### src/source/xcom_pkg.sv
// shared widths, APB register map and header length decode for the serial link
// header layout is fixed: [7] sync, [6:5] length code, [4] spare, [3:0] board id
// data payload is limited to 32 bits and is taken from the low end of the word
package xcom_pkg;

  ////////////////////////////////////////////////////////////////////////////
  // widths
  ////////////////////////////////////////////////////////////////////////////
  parameter int APB_AW = 8;
  parameter int DW     = 32;
  parameter int HDR_W  = 8;
  parameter int TICK_W = 3;

  ////////////////////////////////////////////////////////////////////////////
  // register offsets, word aligned
  ////////////////////////////////////////////////////////////////////////////
  parameter logic [APB_AW-1:0] REG_CTRL    = 8'h00;
  parameter logic [APB_AW-1:0] REG_CFG     = 8'h04;
  parameter logic [APB_AW-1:0] REG_TX_HDR  = 8'h08;
  parameter logic [APB_AW-1:0] REG_TX_DATA = 8'h0C;
  parameter logic [APB_AW-1:0] REG_STATUS  = 8'h10;
  parameter logic [APB_AW-1:0] REG_RX_DATA = 8'h14;

  // length code carried in header bits [6:5]
  typedef enum logic [1:0] {
    LEN_NONE = 2'b00,
    LEN_8    = 2'b01,
    LEN_16   = 2'b10,
    LEN_32   = 2'b11
  } len_code_e;

  // number of payload bits that follow the header
  function automatic logic [5:0] data_bits(input len_code_e code);
    case (code)
      LEN_NONE: data_bits = 6'd0;
      LEN_8:    data_bits = 6'd8;
      LEN_16:   data_bits = 6'd16;
      default:  data_bits = 6'd32;
    endcase
  endfunction

endpackage

### src/source/xcom_link.sv
// serial command link top, everything on i_ps_clk
// rx channel is chosen by CFG bits from 8 upward, NCH channels
`timescale 1ns/1ps

module xcom_link #(
  parameter  int NCH   = 2,
  localparam int SEL_W = (NCH > 1) ? $clog2(NCH) : 1
) (
  input  logic                         i_ps_clk,
  input  logic                         i_ps_rstn,
  // apb
  input  logic                         i_psel,
  input  logic                         i_penable,
  input  logic                         i_pwrite,
  input  logic [xcom_pkg::APB_AW-1:0]  i_paddr,
  input  logic [xcom_pkg::DW-1:0]      i_pwdata,
  output logic [xcom_pkg::DW-1:0]      o_prdata,
  output logic                         o_pready,
  output logic                         o_pslverr,
  // serial
  input  logic [NCH-1:0]               i_xcom_clk,
  input  logic [NCH-1:0]               i_xcom_data,
  output logic                         o_xcom_clk,
  output logic                         o_xcom_data,
  output logic [3:0]                   o_xcom_id
);

  logic                        tx_start;
  logic                        tx_busy;
  logic [xcom_pkg::HDR_W-1:0]  tx_hdr;
  logic [xcom_pkg::DW-1:0]     tx_data;
  logic [xcom_pkg::TICK_W-1:0] cfg_tick;
  logic [SEL_W-1:0]            rx_sel;
  logic                        rx_valid;
  logic [xcom_pkg::HDR_W-1:0]  rx_hdr;
  logic [xcom_pkg::DW-1:0]     rx_data;

  ////////////////////////////////////////////////////////////////////////////
  // register block
  ////////////////////////////////////////////////////////////////////////////
  xcom_regs #(
    .NCH (NCH)
  ) u_xcom_regs (
    .i_ps_clk   (i_ps_clk),
    .i_ps_rstn  (i_ps_rstn),
    .i_psel     (i_psel),
    .i_penable  (i_penable),
    .i_pwrite   (i_pwrite),
    .i_paddr    (i_paddr),
    .i_pwdata   (i_pwdata),
    .o_prdata   (o_prdata),
    .o_pready   (o_pready),
    .o_pslverr  (o_pslverr),
    .i_tx_busy  (tx_busy),
    .o_tx_start (tx_start),
    .o_tx_hdr   (tx_hdr),
    .o_tx_data  (tx_data),
    .o_cfg_tick (cfg_tick),
    .i_rx_valid (rx_valid),
    .i_rx_hdr   (rx_hdr),
    .i_rx_data  (rx_data),
    .o_rx_sel   (rx_sel)
  );

  // transmit path
  xcom_tx u_xcom_tx (
    .i_ps_clk    (i_ps_clk),
    .i_ps_rstn   (i_ps_rstn),
    .i_start     (tx_start),
    .i_hdr       (tx_hdr),
    .i_data      (tx_data),
    .i_cfg_tick  (cfg_tick),
    .o_busy      (tx_busy),
    .o_xcom_clk  (o_xcom_clk),
    .o_xcom_data (o_xcom_data)
  );

  // receive path
  xcom_rx #(
    .NCH (NCH)
  ) u_xcom_rx (
    .i_ps_clk    (i_ps_clk),
    .i_ps_rstn   (i_ps_rstn),
    .i_cfg_tick  (cfg_tick),
    .i_sel       (rx_sel),
    .i_xcom_clk  (i_xcom_clk),
    .i_xcom_data (i_xcom_data),
    .o_valid     (rx_valid),
    .o_hdr       (rx_hdr),
    .o_data      (rx_data),
    .o_board_id  (o_xcom_id)
  );

endmodule

### src/source/xcom_regs.sv
// APB slave, pready tied high so every transfer is one setup plus one access cycle
// unmapped offsets answer with pslverr and read as zero
// a send while the transmitter is busy is refused, never queued
`timescale 1ns/1ps

module xcom_regs #(
  parameter  int NCH   = 2,
  localparam int SEL_W = (NCH > 1) ? $clog2(NCH) : 1
) (
  input  logic                         i_ps_clk,
  input  logic                         i_ps_rstn,
  // apb
  input  logic                         i_psel,
  input  logic                         i_penable,
  input  logic                         i_pwrite,
  input  logic [xcom_pkg::APB_AW-1:0]  i_paddr,
  input  logic [xcom_pkg::DW-1:0]      i_pwdata,
  output logic [xcom_pkg::DW-1:0]      o_prdata,
  output logic                         o_pready,
  output logic                         o_pslverr,
  // transmitter side
  input  logic                         i_tx_busy,
  output logic                         o_tx_start,
  output logic [xcom_pkg::HDR_W-1:0]   o_tx_hdr,
  output logic [xcom_pkg::DW-1:0]      o_tx_data,
  output logic [xcom_pkg::TICK_W-1:0]  o_cfg_tick,
  // receiver side
  input  logic                         i_rx_valid,
  input  logic [xcom_pkg::HDR_W-1:0]   i_rx_hdr,
  input  logic [xcom_pkg::DW-1:0]      i_rx_data,
  output logic [SEL_W-1:0]             o_rx_sel
);

  logic       acc;
  logic       wr;
  logic       hit_ctrl;
  logic       hit_cfg;
  logic       hit_hdr;
  logic       hit_data;
  logic       hit_stat;
  logic       hit_rxd;
  logic       mapped;
  logic       send_req;
  logic [7:0] frame_cnt;

  ////////////////////////////////////////////////////////////////////////////
  // address decode
  ////////////////////////////////////////////////////////////////////////////
  // access phase of an apb transfer
  assign acc = i_psel & i_penable;
  assign wr  = acc & i_pwrite;

  assign hit_ctrl = (i_paddr == xcom_pkg::REG_CTRL);
  assign hit_cfg  = (i_paddr == xcom_pkg::REG_CFG);
  assign hit_hdr  = (i_paddr == xcom_pkg::REG_TX_HDR);
  assign hit_data = (i_paddr == xcom_pkg::REG_TX_DATA);
  assign hit_stat = (i_paddr == xcom_pkg::REG_STATUS);
  assign hit_rxd  = (i_paddr == xcom_pkg::REG_RX_DATA);
  assign mapped   = hit_ctrl | hit_cfg | hit_hdr | hit_data | hit_stat | hit_rxd;

  // send bit is ctrl[0], write only
  assign send_req   = wr & hit_ctrl & i_pwdata[0];
  assign o_tx_start = send_req & ~i_tx_busy;

  // error on unmapped offset or a refused send
  assign o_pslverr = acc & (~mapped | (send_req & i_tx_busy));
  assign o_pready  = 1'b1;

  ////////////////////////////////////////////////////////////////////////////
  // writable registers
  ////////////////////////////////////////////////////////////////////////////
  always_ff @(posedge i_ps_clk) begin
    if (!i_ps_rstn) begin
      o_cfg_tick <= '0;
      o_rx_sel   <= '0;
    end else if (wr && hit_cfg) begin
      // tick in [2:0], channel select from bit 8
      o_cfg_tick <= i_pwdata[xcom_pkg::TICK_W-1:0];
      o_rx_sel   <= i_pwdata[8 +: SEL_W];
    end
  end

  // frame in flight is unaffected, tx captured these at start
  always_ff @(posedge i_ps_clk) begin
    if (wr && hit_hdr) begin
      o_tx_hdr <= i_pwdata[xcom_pkg::HDR_W-1:0];
    end
    if (wr && hit_data) begin
      o_tx_data <= i_pwdata;
    end
  end

  // received frames, wraps at 256
  always_ff @(posedge i_ps_clk) begin
    if (!i_ps_rstn) begin
      frame_cnt <= '0;
    end else if (i_rx_valid) begin
      frame_cnt <= frame_cnt + 8'd1;
    end
  end

  ////////////////////////////////////////////////////////////////////////////
  // read mux
  ////////////////////////////////////////////////////////////////////////////
  always_comb begin
    o_prdata = '0;
    if (hit_cfg) begin
      o_prdata[xcom_pkg::TICK_W-1:0] = o_cfg_tick;
      o_prdata[8 +: SEL_W]           = o_rx_sel;
    end else if (hit_hdr) begin
      o_prdata[xcom_pkg::HDR_W-1:0] = o_tx_hdr;
    end else if (hit_data) begin
      o_prdata = o_tx_data;
    end else if (hit_stat) begin
      // busy, frame count, last header
      o_prdata[0]     = i_tx_busy;
      o_prdata[15:8]  = frame_cnt;
      o_prdata[23:16] = i_rx_hdr;
    end else if (hit_rxd) begin
      o_prdata = i_rx_data;
    end
  end

  // error response only ever in the access phase
  a_slverr_in_access: assert property (@(posedge i_ps_clk) disable iff (!i_ps_rstn)
    o_pslverr |-> (i_psel && i_penable));

endmodule

### src/source/xcom_rx.sv
// serial receiver, samples data on the synchronized rising edge of the chosen channel
// a gap of 8*(cfg_tick+2) clocks mid frame drops the partial frame
// received data is right aligned and zero filled above its length
`timescale 1ns/1ps

module xcom_rx #(
  parameter  int NCH   = 2,
  localparam int SEL_W = (NCH > 1) ? $clog2(NCH) : 1
) (
  input  logic                         i_ps_clk,
  input  logic                         i_ps_rstn,
  input  logic [xcom_pkg::TICK_W-1:0]  i_cfg_tick,
  input  logic [SEL_W-1:0]             i_sel,
  input  logic [NCH-1:0]               i_xcom_clk,
  input  logic [NCH-1:0]               i_xcom_data,
  output logic                         o_valid,
  output logic [xcom_pkg::HDR_W-1:0]   o_hdr,
  output logic [xcom_pkg::DW-1:0]      o_data,
  output logic [3:0]                   o_board_id
);

  logic                       clk_raw;
  logic                       dat_raw;
  logic [1:0]                 clk_s;
  logic [1:0]                 dat_s;
  logic                       clk_d;
  logic                       rise;
  logic [xcom_pkg::HDR_W-1:0] hdr_sh;
  logic [xcom_pkg::HDR_W-1:0] hdr_nxt;
  logic [xcom_pkg::DW-1:0]    data_sh;
  logic [xcom_pkg::DW-1:0]    data_nxt;
  logic [5:0]                 bit_cnt;
  logic [5:0]                 tgt;
  logic [5:0]                 n_bits;
  logic [6:0]                 gap_cnt;
  logic [6:0]                 gap_max;

  ////////////////////////////////////////////////////////////////////////////
  // channel select and synchronizer
  ////////////////////////////////////////////////////////////////////////////
  // out of range select reads as an idle line
  assign clk_raw = (int'(i_sel) < NCH) ? i_xcom_clk[i_sel]  : 1'b0;
  assign dat_raw = (int'(i_sel) < NCH) ? i_xcom_data[i_sel] : 1'b0;

  // two flops per line, clock and data stay aligned
  always_ff @(posedge i_ps_clk) begin
    if (!i_ps_rstn) begin
      clk_s <= '0;
      dat_s <= '0;
      clk_d <= 1'b0;
    end else begin
      clk_s <= {clk_s[0], clk_raw};
      dat_s <= {dat_s[0], dat_raw};
      clk_d <= clk_s[1];
    end
  end

  assign rise = clk_s[1] & ~clk_d;

  ////////////////////////////////////////////////////////////////////////////
  // deserializer
  ////////////////////////////////////////////////////////////////////////////
  assign hdr_nxt  = {hdr_sh[xcom_pkg::HDR_W-2:0], dat_s[1]};
  assign data_nxt = {data_sh[xcom_pkg::DW-2:0], dat_s[1]};
  // length decoded as the last header bit lands
  assign n_bits   = xcom_pkg::data_bits(xcom_pkg::len_code_e'(hdr_nxt[6:5]));
  // timeout limit, 8 half periods
  assign gap_max  = {({1'b0, i_cfg_tick} + 4'd2), 3'b000};

  always_ff @(posedge i_ps_clk) begin
    if (!i_ps_rstn) begin
      bit_cnt <= '0;
      gap_cnt <= '0;
      o_valid <= 1'b0;
      o_hdr   <= '0;
      o_data  <= '0;
    end else begin
      o_valid <= 1'b0;
      if (rise) begin
        gap_cnt <= '0;
        if (bit_cnt < 6'd8) begin
          hdr_sh  <= hdr_nxt;
          bit_cnt <= bit_cnt + 6'd1;
          if (bit_cnt == 6'd7) begin
            data_sh <= '0;
            tgt     <= 6'd8 + n_bits;
            // header only frame ends here
            if (n_bits == 6'd0) begin
              bit_cnt <= '0;
              o_valid <= 1'b1;
              o_hdr   <= hdr_nxt;
              o_data  <= '0;
            end
          end
        end else begin
          data_sh <= data_nxt;
          bit_cnt <= bit_cnt + 6'd1;
          if (bit_cnt + 6'd1 == tgt) begin
            bit_cnt <= '0;
            o_valid <= 1'b1;
            o_hdr   <= hdr_sh;
            o_data  <= data_nxt;
          end
        end
      end else if (bit_cnt != '0) begin
        // stalled frame, back to header
        if (gap_cnt == gap_max - 7'd1) begin
          bit_cnt <= '0;
          gap_cnt <= '0;
        end else begin
          gap_cnt <= gap_cnt + 7'd1;
        end
      end
    end
  end

  // board id of the last complete header
  assign o_board_id = o_hdr[3:0];

  // header plus at most 32 data bits
  a_bit_cnt_max: assert property (@(posedge i_ps_clk) disable iff (!i_ps_rstn)
    bit_cnt <= 6'd40);

endmodule

### src/source/xcom_tx.sv
// serial transmitter, header MSB first then 0/8/16/32 data bits MSB first
// each half period is cfg_tick+2 clocks, data moves at the falling serial edge
// both lines sit low while idle
`timescale 1ns/1ps

module xcom_tx (
  input  logic                         i_ps_clk,
  input  logic                         i_ps_rstn,
  input  logic                         i_start,
  input  logic [xcom_pkg::HDR_W-1:0]   i_hdr,
  input  logic [xcom_pkg::DW-1:0]      i_data,
  input  logic [xcom_pkg::TICK_W-1:0]  i_cfg_tick,
  output logic                         o_busy,
  output logic                         o_xcom_clk,
  output logic                         o_xcom_data
);

  logic [5:0]                  n_bits;
  logic [xcom_pkg::TICK_W-1:0] tick_q;
  logic [xcom_pkg::TICK_W:0]   cnt;
  logic                        half_end;
  logic                        phase;
  logic [5:0]                  bits_left;
  logic [39:0]                 shreg;

  // payload length from header bits [6:5]
  assign n_bits = xcom_pkg::data_bits(xcom_pkg::len_code_e'(i_hdr[6:5]));

  // last cycle of a half period
  assign half_end = (cnt == ({1'b0, tick_q} + 1'b1));

  ////////////////////////////////////////////////////////////////////////////
  // frame sequencer
  ////////////////////////////////////////////////////////////////////////////
  always_ff @(posedge i_ps_clk) begin
    if (!i_ps_rstn) begin
      o_busy    <= 1'b0;
      phase     <= 1'b0;
      cnt       <= '0;
      bits_left <= '0;
    end else if (!o_busy) begin
      if (i_start) begin
        o_busy    <= 1'b1;
        phase     <= 1'b0;
        cnt       <= '0;
        bits_left <= 6'd8 + n_bits;
      end
    end else if (half_end) begin
      cnt <= '0;
      if (!phase) begin
        // low half done, raise serial clock
        phase <= 1'b1;
      end else begin
        // high half done, move to next bit
        phase     <= 1'b0;
        bits_left <= bits_left - 6'd1;
        if (bits_left == 6'd1) begin
          o_busy <= 1'b0;
        end
      end
    end else begin
      cnt <= cnt + 1'b1;
    end
  end

  ////////////////////////////////////////////////////////////////////////////
  // shifter
  ////////////////////////////////////////////////////////////////////////////
  // header in [39:32], data left aligned below it so bit 39 leads
  always_ff @(posedge i_ps_clk) begin
    if (!o_busy && i_start) begin
      tick_q <= i_cfg_tick;
      shreg  <= {i_hdr, i_data << (6'd32 - n_bits)};
    end else if (o_busy && half_end && phase) begin
      shreg <= {shreg[38:0], 1'b0};
    end
  end

  assign o_xcom_clk  = phase;
  assign o_xcom_data = o_busy & shreg[39];

  // no serial clock activity outside a frame
  a_clk_idle_low: assert property (@(posedge i_ps_clk) disable iff (!i_ps_rstn)
    !o_busy |-> !o_xcom_clk);

endmodule

### config.mk
export PLATFORM = sky130hd
export DESIGN_NAME = xcom_link
export DESIGN_NICKNAME = d
export VERILOG_FILES = /design/src/source/xcom_pkg.sv /design/src/source/xcom_link.sv /design/src/source/xcom_regs.sv /design/src/source/xcom_rx.sv /design/src/source/xcom_tx.sv
export SDC_FILE = /design/constraint.sdc
export NUM_CORES = 1
export LEC_CHECK = 0
export ABC_AREA = 1
export ABC_CLOCK_PERIOD_IN_PS = 4700
export BUFFER_PORTS_ARGS = -buffer_cell sky130_fd_sc_hd__buf_2
export CAP_MARGIN = 15
export CORE_UTILIZATION = 45
export CTS_BUF_LIST = sky130_fd_sc_hd__clkbuf_4
export DETAILED_ROUTE_END_ITERATION = 6
export GPL_TIMING_DRIVEN = 0
export HOLD_SLACK_MARGIN = 0.05
export RECOVER_POWER = 100
export SYNTH_ARGS = -nofsm -noshare
export SYNTH_HDL_FRONTEND = slang
export SYNTH_SLANG_ARGS = --single-unit
### constraint.sdc
create_clock -name i_ps_clk -period 4.7 [get_ports i_ps_clk]
set_clock_uncertainty 0.05 [all_clocks]
set_input_delay 0.47 -clock i_ps_clk [delete_from_list [all_inputs] [get_ports i_ps_clk]]
set_output_delay 0.47 -clock i_ps_clk [all_outputs]
set_load 0.05 [all_outputs]
==> flow_summary.ini, run 1 <==
[synth]
synth_area_sq_um = 9810
yosysWarnings = 0
syn_nets = 1211
synth_area_leaders = edfxtp_1, dfxtp_1, nand2_1
synthFlopType = edfxtp_1
async_reset_ff_share_pct = 0
synth_edf_count = 125
avgSynthCellArea_sq_um = 8.57
synthCells = 1145
ys_ff_latch = 208
yosysMostFrequentCell = nand2_1
synth.top_cell.area_share_pct = 38.3
synth_cell_types = 37
synth_common_cells = nand2_1, inv_1, edfxtp_1
ys_seq_area_share_pct = 55.2
synth_top_area_cell = edfxtp_1

[die]
num_rows = 53
die_x_um = 150
start_util_pct = 46.2
die_h_um = 150
ios = 89
fp.dieArea_sq_um = 22400
fp.coreArea_sq_um = 21200

[routing]
first_iter_violations = 605
drc = 9
wl_um = 26800
vias_per_cell = 5.12
wl_per_cell_um = 16.3
firstDrtPassIters = 7
vias = 8444
final_antenna_net_count = 0

[layout]
syn_to_final_growth_pct = 18.5
drive_gt1_share_pct = 11.6
multiInputGateArea_sq_um = 3560
regArea_sq_um = 5420
fillers = 2108
fin_nets = 1394

[grt]
grt_first_pass_wirelength_um = 41100
grt.overflow.total = 0
gr-usage-all-layers_pct = 24.1
grt_max_degree = 41
antenna_found_initial = 1
grt_pass1_vias = 8016

[sta]
min_period_ps = 3370
worstMarginPinSlew_ps = 2500
setup_viol = 0
fin_tns_setup_ps = 0
whs_ps = 198
layout_setup_ws_ps = 1330
slew_viol_final = 32
fin_crit_sh_pct = 71.7
final-hold-violation-count = 0
slew_headroom_pct = -67.4
clock.fmax_mhz = 297
rsz0062_at_grt = false

[cts]
cts_buffers = 57
cts_tree = built
cts_setup_buffers = 0
clockBufferDepth = 3
clk_pin_slew_ps = 70
clk_latency_ps = 670
root_buffer = clkbuf_4
ctsResizeCount = 0
clock-sinks = 208
cts.htree.levels = 2

[outcome]
status = finished, violations left
violations = DRC, capacitance limit, slew limit

[pwr]
power.density_nw_per_um2 = 322
total_power_mw = 3.75
leakage_nw = 5.00
peakVddDrop_v = 0.000176

[worst_setup_path]
crit_path_start_kind = register
path_buf_inv = 1
arrival_ps = 3540
crit_family = simple AND/OR/NAND/NOR gates
crit_type = reg -> reg
crit_chain = ha_1 -> nand2_1 -> inv_1 -> o21ai_0 -> nor2_1
cp.required_ps = 4870
max_stage_delay_ps = 1870
cp_slowest_cell = nor2_1
end_kind = register
worstPathMaxFanout = 31

[placement]
port_buffers = 86
hpwl_um = 19400
gp_congestion = 0.971
post-place-ws_ps = 1780

[job]
drv_cap = 1

[worst_hold_path]
hp-class = in -> reg
[cell families (layout without fill, tap and decap cells)]
family	count (synthesis)	count (layout)	synth area share [%]
other cells	1	2	0.0382
mux	1	1	0.115
fa+ha+maj	17	17	2.17
compound gates	207	207	11.8
simple gates	504	504	21.3
flops	208	208	55.2
xor+xnor	11	11	0.982
buf+inv	196	425	8.35
[worst reg2reg max path, delay by kind of cell, from the launching register on]
kind / cells / cell delay, ps
adders and majority gates: 1 / 220
AOI/OAI and AO/OA: 1 / 130
DFF: 1 / 410
and+or+nand+nor: 2 / 1980
buffers and inverters: 1 / 120
[layout by cell type, fill, tap and decap left out, types with 5 or more instances in the layout]
cell	Yosys	routed
a21oi_1	77	77
a22oi_1	9	9
buf_2	10	45
buf_4	5	5
clkbuf_1	37	95
clkbuf_4	0	96
clkinv_1	0	7
dfxtp_1	83	83
dlygate4sd3_1	0	36
edfxtp_1	125	125
ha_1	17	17
inv_1	133	135
nand2_1	262	265
nand3_1	103	104
nand4_1	6	6
nor2_1	112	113
nor3_1	6	6
o211ai_1	6	6
o21a_1	9	9
o21ai_0	83	84
o221ai_1	14	14
xnor2_1	5	5
xor2_1	6	6
[path summary, 6_finish.rpt]
check                                    start                             endpoint  slack (ps)  cells after the start
max          u_xcom_rx.bit_cnt[0]$_SDFFE_PN0P_  u_xcom_rx.data_sh[14]$_SDFFCE_PN0P_        1330                      5
min                                  i_ps_rstn           u_xcom_rx.clk_d$_SDFF_PN0_         200                      3
max reg2reg  u_xcom_rx.bit_cnt[0]$_SDFFE_PN0P_  u_xcom_rx.data_sh[14]$_SDFFCE_PN0P_        1330                      5
min reg2reg      u_xcom_rx.clk_s[0]$_SDFF_PN0_        u_xcom_rx.clk_s[1]$_SDFF_PN0_         370                      2
[through the flow]
stage	utilization, %	area, sq um	cells
after floorplan	-	9810	1145
after global placement	49.9	10600	1506
after detailed placement	50.2	10700	1508
after CTS	55.6	11800	1649
after global routing	54.8	11600	1650
final	54.8	11600	1650
[layer usage]
metal  global-route usage, %  part of all wire (%)  wire length, um
met2                    39.4                    47            12600
met1                    31.3                    43            11600
met4                    10.7                   3.3              872
met5                       0                     0                0
met3                    4.30                   6.5             1740
[registers in the layout (all words and copies together), names as in the netlist, 4 cells and up]
name / flops
u_xcom_rx.hdr_sh: 8
u_xcom_regs.frame_cnt: 8
u_xcom_regs.o_tx_data: 32
u_xcom_rx.o_data: 32
u_xcom_rx.gap_cnt: 7
u_xcom_rx.bit_cnt: 6
u_xcom_tx.bits_left: 6
u_xcom_tx.shreg: 40
u_xcom_rx.data_sh: 31
u_xcom_rx.o_hdr: 8
u_xcom_tx.cnt: 4
u_xcom_regs.o_tx_hdr: 8
[report_power, final]
part | total, mW | leakage, nW | switching [mW] | internal [mW]
clock | 1.71 | 0.471 | 0.745 | 0.966
sequential | 1.93 | 1.81 | 0.00355 | 1.92
combinational | 0.108 | 2.71 | 0.0617 | 0.0466
[area by class of cell]
class                           count  share of cell area [%]
Clock buffer                       96                    6.20
Tap cell                          275                    2.96
Multi-Input combinational cell    741                    30.6
Buffer                             59                    2.19
Timing Repair Buffer              124                    6.50
Antenna cell                        1                  0.0215
Inverter                          137                    4.42
Clock inverter                      9                   0.527
Sequential cell                   208                    46.6
[timing repair]
item / 4_1_cts / 5_1_grt
setup endpoints to repair: 0 / 0
endpoints found under the hold margin: 44 / 0
hold buffers: 36 / 0
Note: power is estimated with default switching activity, not from simulation.
==> inputs of run 2 (changes only) <==
--- a/config.mk
+++ b/config.mk
@@ -6,7 +6,7 @@
 export NUM_CORES = 1
 export LEC_CHECK = 0
 export ABC_AREA = 1
-export ABC_CLOCK_PERIOD_IN_PS = 4700
+export ABC_CLOCK_PERIOD_IN_PS = 2700
 export BUFFER_PORTS_ARGS = -buffer_cell sky130_fd_sc_hd__buf_2
 export CAP_MARGIN = 15
 export CORE_UTILIZATION = 45
@@ -14,6 +14,7 @@
 export DETAILED_ROUTE_END_ITERATION = 6
 export GPL_TIMING_DRIVEN = 0
 export HOLD_SLACK_MARGIN = 0.05
+export PLACE_DENSITY = 0.66
 export RECOVER_POWER = 100
 export SYNTH_ARGS = -nofsm -noshare
 export SYNTH_HDL_FRONTEND = slang
==> constraint.sdc (replaced) <==
create_clock -name i_ps_clk -period 2.7 [get_ports i_ps_clk]
set_clock_uncertainty 0.05 [all_clocks]
set_input_delay 0.27 -clock i_ps_clk [delete_from_list [all_inputs] [get_ports i_ps_clk]]
set_output_delay 0.27 -clock i_ps_clk [all_outputs]
set_load 0.05 [all_outputs]
==> flow_summary.ini, run 2 (synthesized netlist as in run 1, its figures left out) <==
[grt]
grt_first_pass_wirelength_um = 40900
grt_pass1_vias = 7923
grt.overflow.total = 0
grt_max_degree = 47
gr-usage-all-layers_pct = 23.9
antenna_found_initial = 1

[layout]
drive_gt1_share_pct = 14.6
final_cell_mix = nand2_1, inv_1, edfxtp_1, nor2_1, nand3_1
top_register = u_xcom_tx.shreg
fin_nets = 1391
final_common_cell = nand2_1
syn_to_final_growth_pct = 19.7
top_regs = u_xcom_tx.shreg: 40 flops, u_xcom_regs.o_tx_data: 32 flops, u_xcom_rx.o_data: 32 flops
fillers = 2024
stdcell_area_sq_um = 11700
largest_reg_flops = 40

[pwr]
pwr-share-comb_pct = 3.0
peakVddDrop_v = 0.000272
internal_power_mw = 5.10
swShare_pct = 22.0
power.density_nw_per_um2 = 557
clkPwrFrac_pct = 45.8
power.share.sequential_pct = 51.2
power_switching_mw = 1.44
leakage_nw = 5.13
total_power_mw = 6.54

[routing]
vias_per_cell = 5.13
drc = 0
wl_um = 26400
firstDrtPassIters = 6
first_iter_violations = 578
wl_per_cell_um = 16.0
vias = 8444
final_antenna_net_count = 0

[worst_setup_path]
crit_path_start_kind = primary input
end_kind = output port
worstPathMaxFanout = 10
cp.required_ps = 2380
arrival_ps = 2220
crit_type = in -> out

[cts]
cts.htree.levels = 2
clock-sinks = 208
cts_tree = built
clk_pin_slew_ps = 60
clk_latency_ps = 680
clockBufferDepth = 3
cts_buffers = 54
cts_setup_buffers = 0
root_buffer = clkbuf_4

[placement]
port_buffers = 86
hpwl_um = 19100
post-place-ws_ps = -356
post_dp_cell_area_sq_um = 10600
gp_congestion = 0.938

[sta]
clock.fmax_mhz = 394
layout_setup_ws_ps = 160
fin_crit_sh_pct = 94.1
fin_tns_setup_ps = 0
worstMarginPinSlew_ps = 945
rsz0062_at_grt = false
slew_viol_final = 0
min_period_ps = 2540
slew_headroom_pct = 36.8
final-hold-violation-count = 0
setup_viol = 0

[die]
die_x_um = 150
die_h_um = 150
fp.dieArea_sq_um = 22400
num_rows = 53
fp.coreArea_sq_um = 21200
ios = 89
start_util_pct = 46.2

[outcome]
status = completed

[job]
drv_cap = 0

[worst_hold_path]
hp-class = in -> reg
run 2: cell type report:
cell class	instances	area, sq um	share of cell area [%]
diodes	1	2.50	0.0213
plain buffers	59	298	2.54
clock buffers	89	668	5.69
clock inverters	11	98.8	0.842
inverters	137	514	4.38
multi-input cells	742	3620	30.8
flip-flops and latches	208	5420	46.1
well taps	275	344	2.93
repair buffers	123	779	6.64
run 2: worst max-delay path: stages:
cell,delay (ps)
buf_2,100
nor2_2,210
nand2_1,110
nor2_1,170
nand2_1,140
inv_1,170
clkbuf_1,380
nand3_1,160
o211ai_1,170
buf_2,330
run 2: timing repair:
item	4_1_cts	5_1_grt
hold endpoints to repair	47	0
setup endpoints to repair	45	4
gates resized for setup	2	1
pin swaps	0	1
cloned	0	1
hold buffers	37	0
run 2: per-layer routing:
metal	vias to the layer above	wire (um)	global-route usage, %	share of wire [%]
li1	4215	-	-	-
met1	3849	11400	31.6	43
met2	301	12000	38.0	45
met3	79	1950	4.24	7.4
met4	0	1120	11.4	4.2
met5	-	0	0	0
run 2: worst paths after layout:
kind                                      start                                     end  slack, ps  depth (start not counted)
hold / removal                         i_pwrite  u_xcom_regs.o_cfg_tick[1]$_SDFFE_PN0P_        200                          5
hold reg to reg   u_xcom_rx.clk_s[0]$_SDFF_PN0_           u_xcom_rx.clk_s[1]$_SDFF_PN0_        390                          2
setup / recovery                     i_paddr[1]                            o_prdata[10]        160                         10
setup reg to reg  u_xcom_tx.tick_q[0]$_DFFE_PP_     u_xcom_tx.bits_left[4]$_SDFFE_PN0P_        220                         10
run 2: per-stage QoR:
step | util, % | instances | hold WS, ps
floorplan | - | 1145 | 319
global placement | 49.9 | 1506 | 360
detailed placement | 50.0 | 1506 | 372
CTS | 55.4 | 1643 | 182
global route | 55.3 | 1645 | 211
finish | 55.3 | 1645 | 201
run 2: power by group through the flow:
stage / Combinational [mW] / Clock (mW) / Sequential [mW]
3_3_place_gp: 0.152 / 0 / 3.42
2_1_floorplan: 0.0790 / 0 / 3.42
3_5_place_dp: 0.154 / 0 / 3.42
4_1_cts: 0.196 / 3.05 / 3.35
5_1_grt: 0.214 / 3.21 / 3.35
6_report: 0.196 / 2.99 / 3.35
==> inputs of run 3 (changes only) <==
--- a/config.mk
+++ b/config.mk
@@ -6,7 +6,7 @@
 export NUM_CORES = 1
 export LEC_CHECK = 0
 export ABC_AREA = 1
-export ABC_CLOCK_PERIOD_IN_PS = 2700
+export ABC_CLOCK_PERIOD_IN_PS = 2400
 export BUFFER_PORTS_ARGS = -buffer_cell sky130_fd_sc_hd__buf_2
 export CAP_MARGIN = 15
 export CORE_UTILIZATION = 45
@@ -14,7 +14,6 @@
 export DETAILED_ROUTE_END_ITERATION = 6
 export GPL_TIMING_DRIVEN = 0
 export HOLD_SLACK_MARGIN = 0.05
-export PLACE_DENSITY = 0.66
 export RECOVER_POWER = 100
 export SYNTH_ARGS = -nofsm -noshare
 export SYNTH_HDL_FRONTEND = slang
==> constraint.sdc (replaced) <==
create_clock -name i_ps_clk -period 2.4 [get_ports i_ps_clk]
set_clock_uncertainty 0.05 [all_clocks]
set_input_delay 0.24 -clock i_ps_clk [delete_from_list [all_inputs] [get_ports i_ps_clk]]
set_output_delay 0.24 -clock i_ps_clk [all_outputs]
set_load 0.05 [all_outputs]
==> flow_summary.ini, run 3 (synthesized netlist as in run 1, its figures left out) <==
[outcome]
status = completed

[sta]
fin_crit_sh_pct = 94.9
setup_viol = 0
rsz0062_at_grt = false
layout_setup_ws_ps = 122
slew_headroom_pct = 32.4
slew_viol_final = 0
whs_ps = 235
clock.fmax_mhz = 439
fin_tns_setup_ps = 0
final-hold-violation-count = 0
min_period_ps = 2280
worstMarginPinSlew_ps = 1010

[pwr]
power.density_nw_per_um2 = 608
peakVddDrop_v = 0.000383
leakage_nw = 5.16
total_power_mw = 7.19

[layout]
largest_reg_flops = 40
final_common_cell = nand2_1
final_core_util_pct = 55.7
instances_no_fill = 1652
drive_gt1_share_pct = 15.3
top_register = u_xcom_tx.shreg
stdcell_area_sq_um = 11800
syn_to_final_growth_pct = 20.5
fillers = 2009
top_regs = u_xcom_tx.shreg: 40 flops, u_xcom_regs.o_tx_data: 32 flops, u_xcom_rx.o_data: 32 flops
fin_nets = 1396
regArea_sq_um = 5420
final_cell_mix = nand2_1, inv_1, edfxtp_1, nor2_1, nand3_1
multiInputGateArea_sq_um = 3690

[cts]
cts_tree = built
clockBufferDepth = 3
clk_latency_ps = 660
root_buffer = clkbuf_4
cts_buffers = 53
clock-sinks = 208
clk_pin_slew_ps = 70
cts.htree.levels = 2

[die]
num_rows = 53
fp.dieArea_sq_um = 22400
die_h_um = 150
ios = 89
die_x_um = 150
fp.coreArea_sq_um = 21200
start_util_pct = 46.2

[worst_setup_path]
end_kind = register
cp.required_ps = 2700
max_stage_delay_ps = 430
worstPathMaxFanout = 8
crit_chain = ha_1 -> or2_2 -> a21oi_1 -> nand2_1 -> nor2_4 -> nand3_4 -> nand2_8 -> buf_6
reg2reg_from = u_xcom_tx.tick_q[0]$_DFFE_PP_
timing.rr.end = u_xcom_tx.shreg[27]$_DFFE_PP_
reg2reg_slack_ps = 120
arrival_ps = 2580
crit_path_start_kind = register
r2r_cells = 8
cp_slowest_cell = edfxtp_1
crit_type = reg -> reg

[routing]
first_iter_violations = 674
drc = 0
wl_per_cell_um = 16.1
firstDrtPassIters = 6
vias_per_cell = 5.11
final_antenna_net_count = 0
vias = 8437
wl_um = 26600

[worst_hold_path]
hold_start = i_pwdata[18]
min_delay_path_depth = 2
whs_endpoint = u_xcom_regs.o_tx_data[18]$_DFFE_PP_
hp-class = in -> reg

[placement]
placed_cells = 1506
hpwl_um = 19200
post_dp_cell_area_sq_um = 10600
gp_congestion = 0.925
port_buffers = 86
post-place-ws_ps = -302

[job]
drv_cap = 0

[grt]
grt_first_pass_wirelength_um = 41400
antenna_found_initial = 1
grt.overflow.total = 0
gr-usage-all-layers_pct = 24.2
grt_max_degree = 33
grt_pass1_vias = 7938
## run 3: repair_timing
item                                    CTS  global route
pin swaps                                 2             2
hold buffers                             37             0
cloned                                    2             1
setup buffers                             2             2
endpoints found under the hold margin    47             0
resized for setup                         6            23
endpoints found under the setup margin   49            55
## run 3: worst max path at each step
stage | from | slack, ps | cells past startpoint | endpoint
after floorplan | u_xcom_tx.tick_q[0]$_DFFE_PP_ | 60 | 10 | u_xcom_tx.bits_left[3]$_SDFFE_PN0P_
after global placement | i_paddr[7] | -570 | 7 | u_xcom_regs.o_tx_data[17]$_DFFE_PP_
after detailed placement | u_xcom_tx.tick_q[0]$_DFFE_PP_ | -300 | 10 | u_xcom_tx.bits_left[3]$_SDFFE_PN0P_
after CTS | u_xcom_regs.o_tx_hdr[5]$_DFFE_PP_ | 10 | 7 | u_xcom_tx.shreg[0]$_SDFFCE_PN0P_
after global routing | u_xcom_regs.o_tx_hdr[5]$_DFFE_PP_ | 3 | 7 | u_xcom_tx.shreg[0]$_SDFFCE_PN0P_
final | u_xcom_tx.tick_q[0]$_DFFE_PP_ | 120 | 8 | u_xcom_tx.shreg[27]$_DFFE_PP_
## run 3: layout make-up
type | instances | area share (%)
Multi-Input combinational cell | 744 | 31.2
Clock inverter | 21 | 1.13
Timing Repair Buffer | 127 | 6.87
Buffer | 59 | 2.65
Inverter | 137 | 4.35
Antenna cell | 2 | 0.0423
Clock buffer | 79 | 5.02
Sequential cell | 208 | 45.8
Tap cell | 275 | 2.91
## run 3: worst max-delay path, delay by kind of cell (launching register included)
| kind | cells | cell delay [ps] |
|---|---|---|
| adder cells (fa/ha/maj) | 1 | 320 |
| AND/OR/NAND/NOR | 5 | 870 |
| AO/OA/AOI/OAI | 1 | 130 |
| buffers and inverters | 1 | 180 |
| flip-flops | 1 | 430 |
## run 3: power breakdown
group	total [mW]	internal, mW	switching, mW
Clock	3.20	1.73	1.47
Combinational	0.221	0.0954	0.125
Sequential	3.77	3.76	0.00678
## run 3: routing by layer
layer	part of all wire, %	GRT usage [%]	up-vias
met5	0	0	-
met4	2.6	8.33	0
met3	6.4	4.30	57
met2	47	39.7	266
met1	44	32.3	3864
li1	-	-	4250
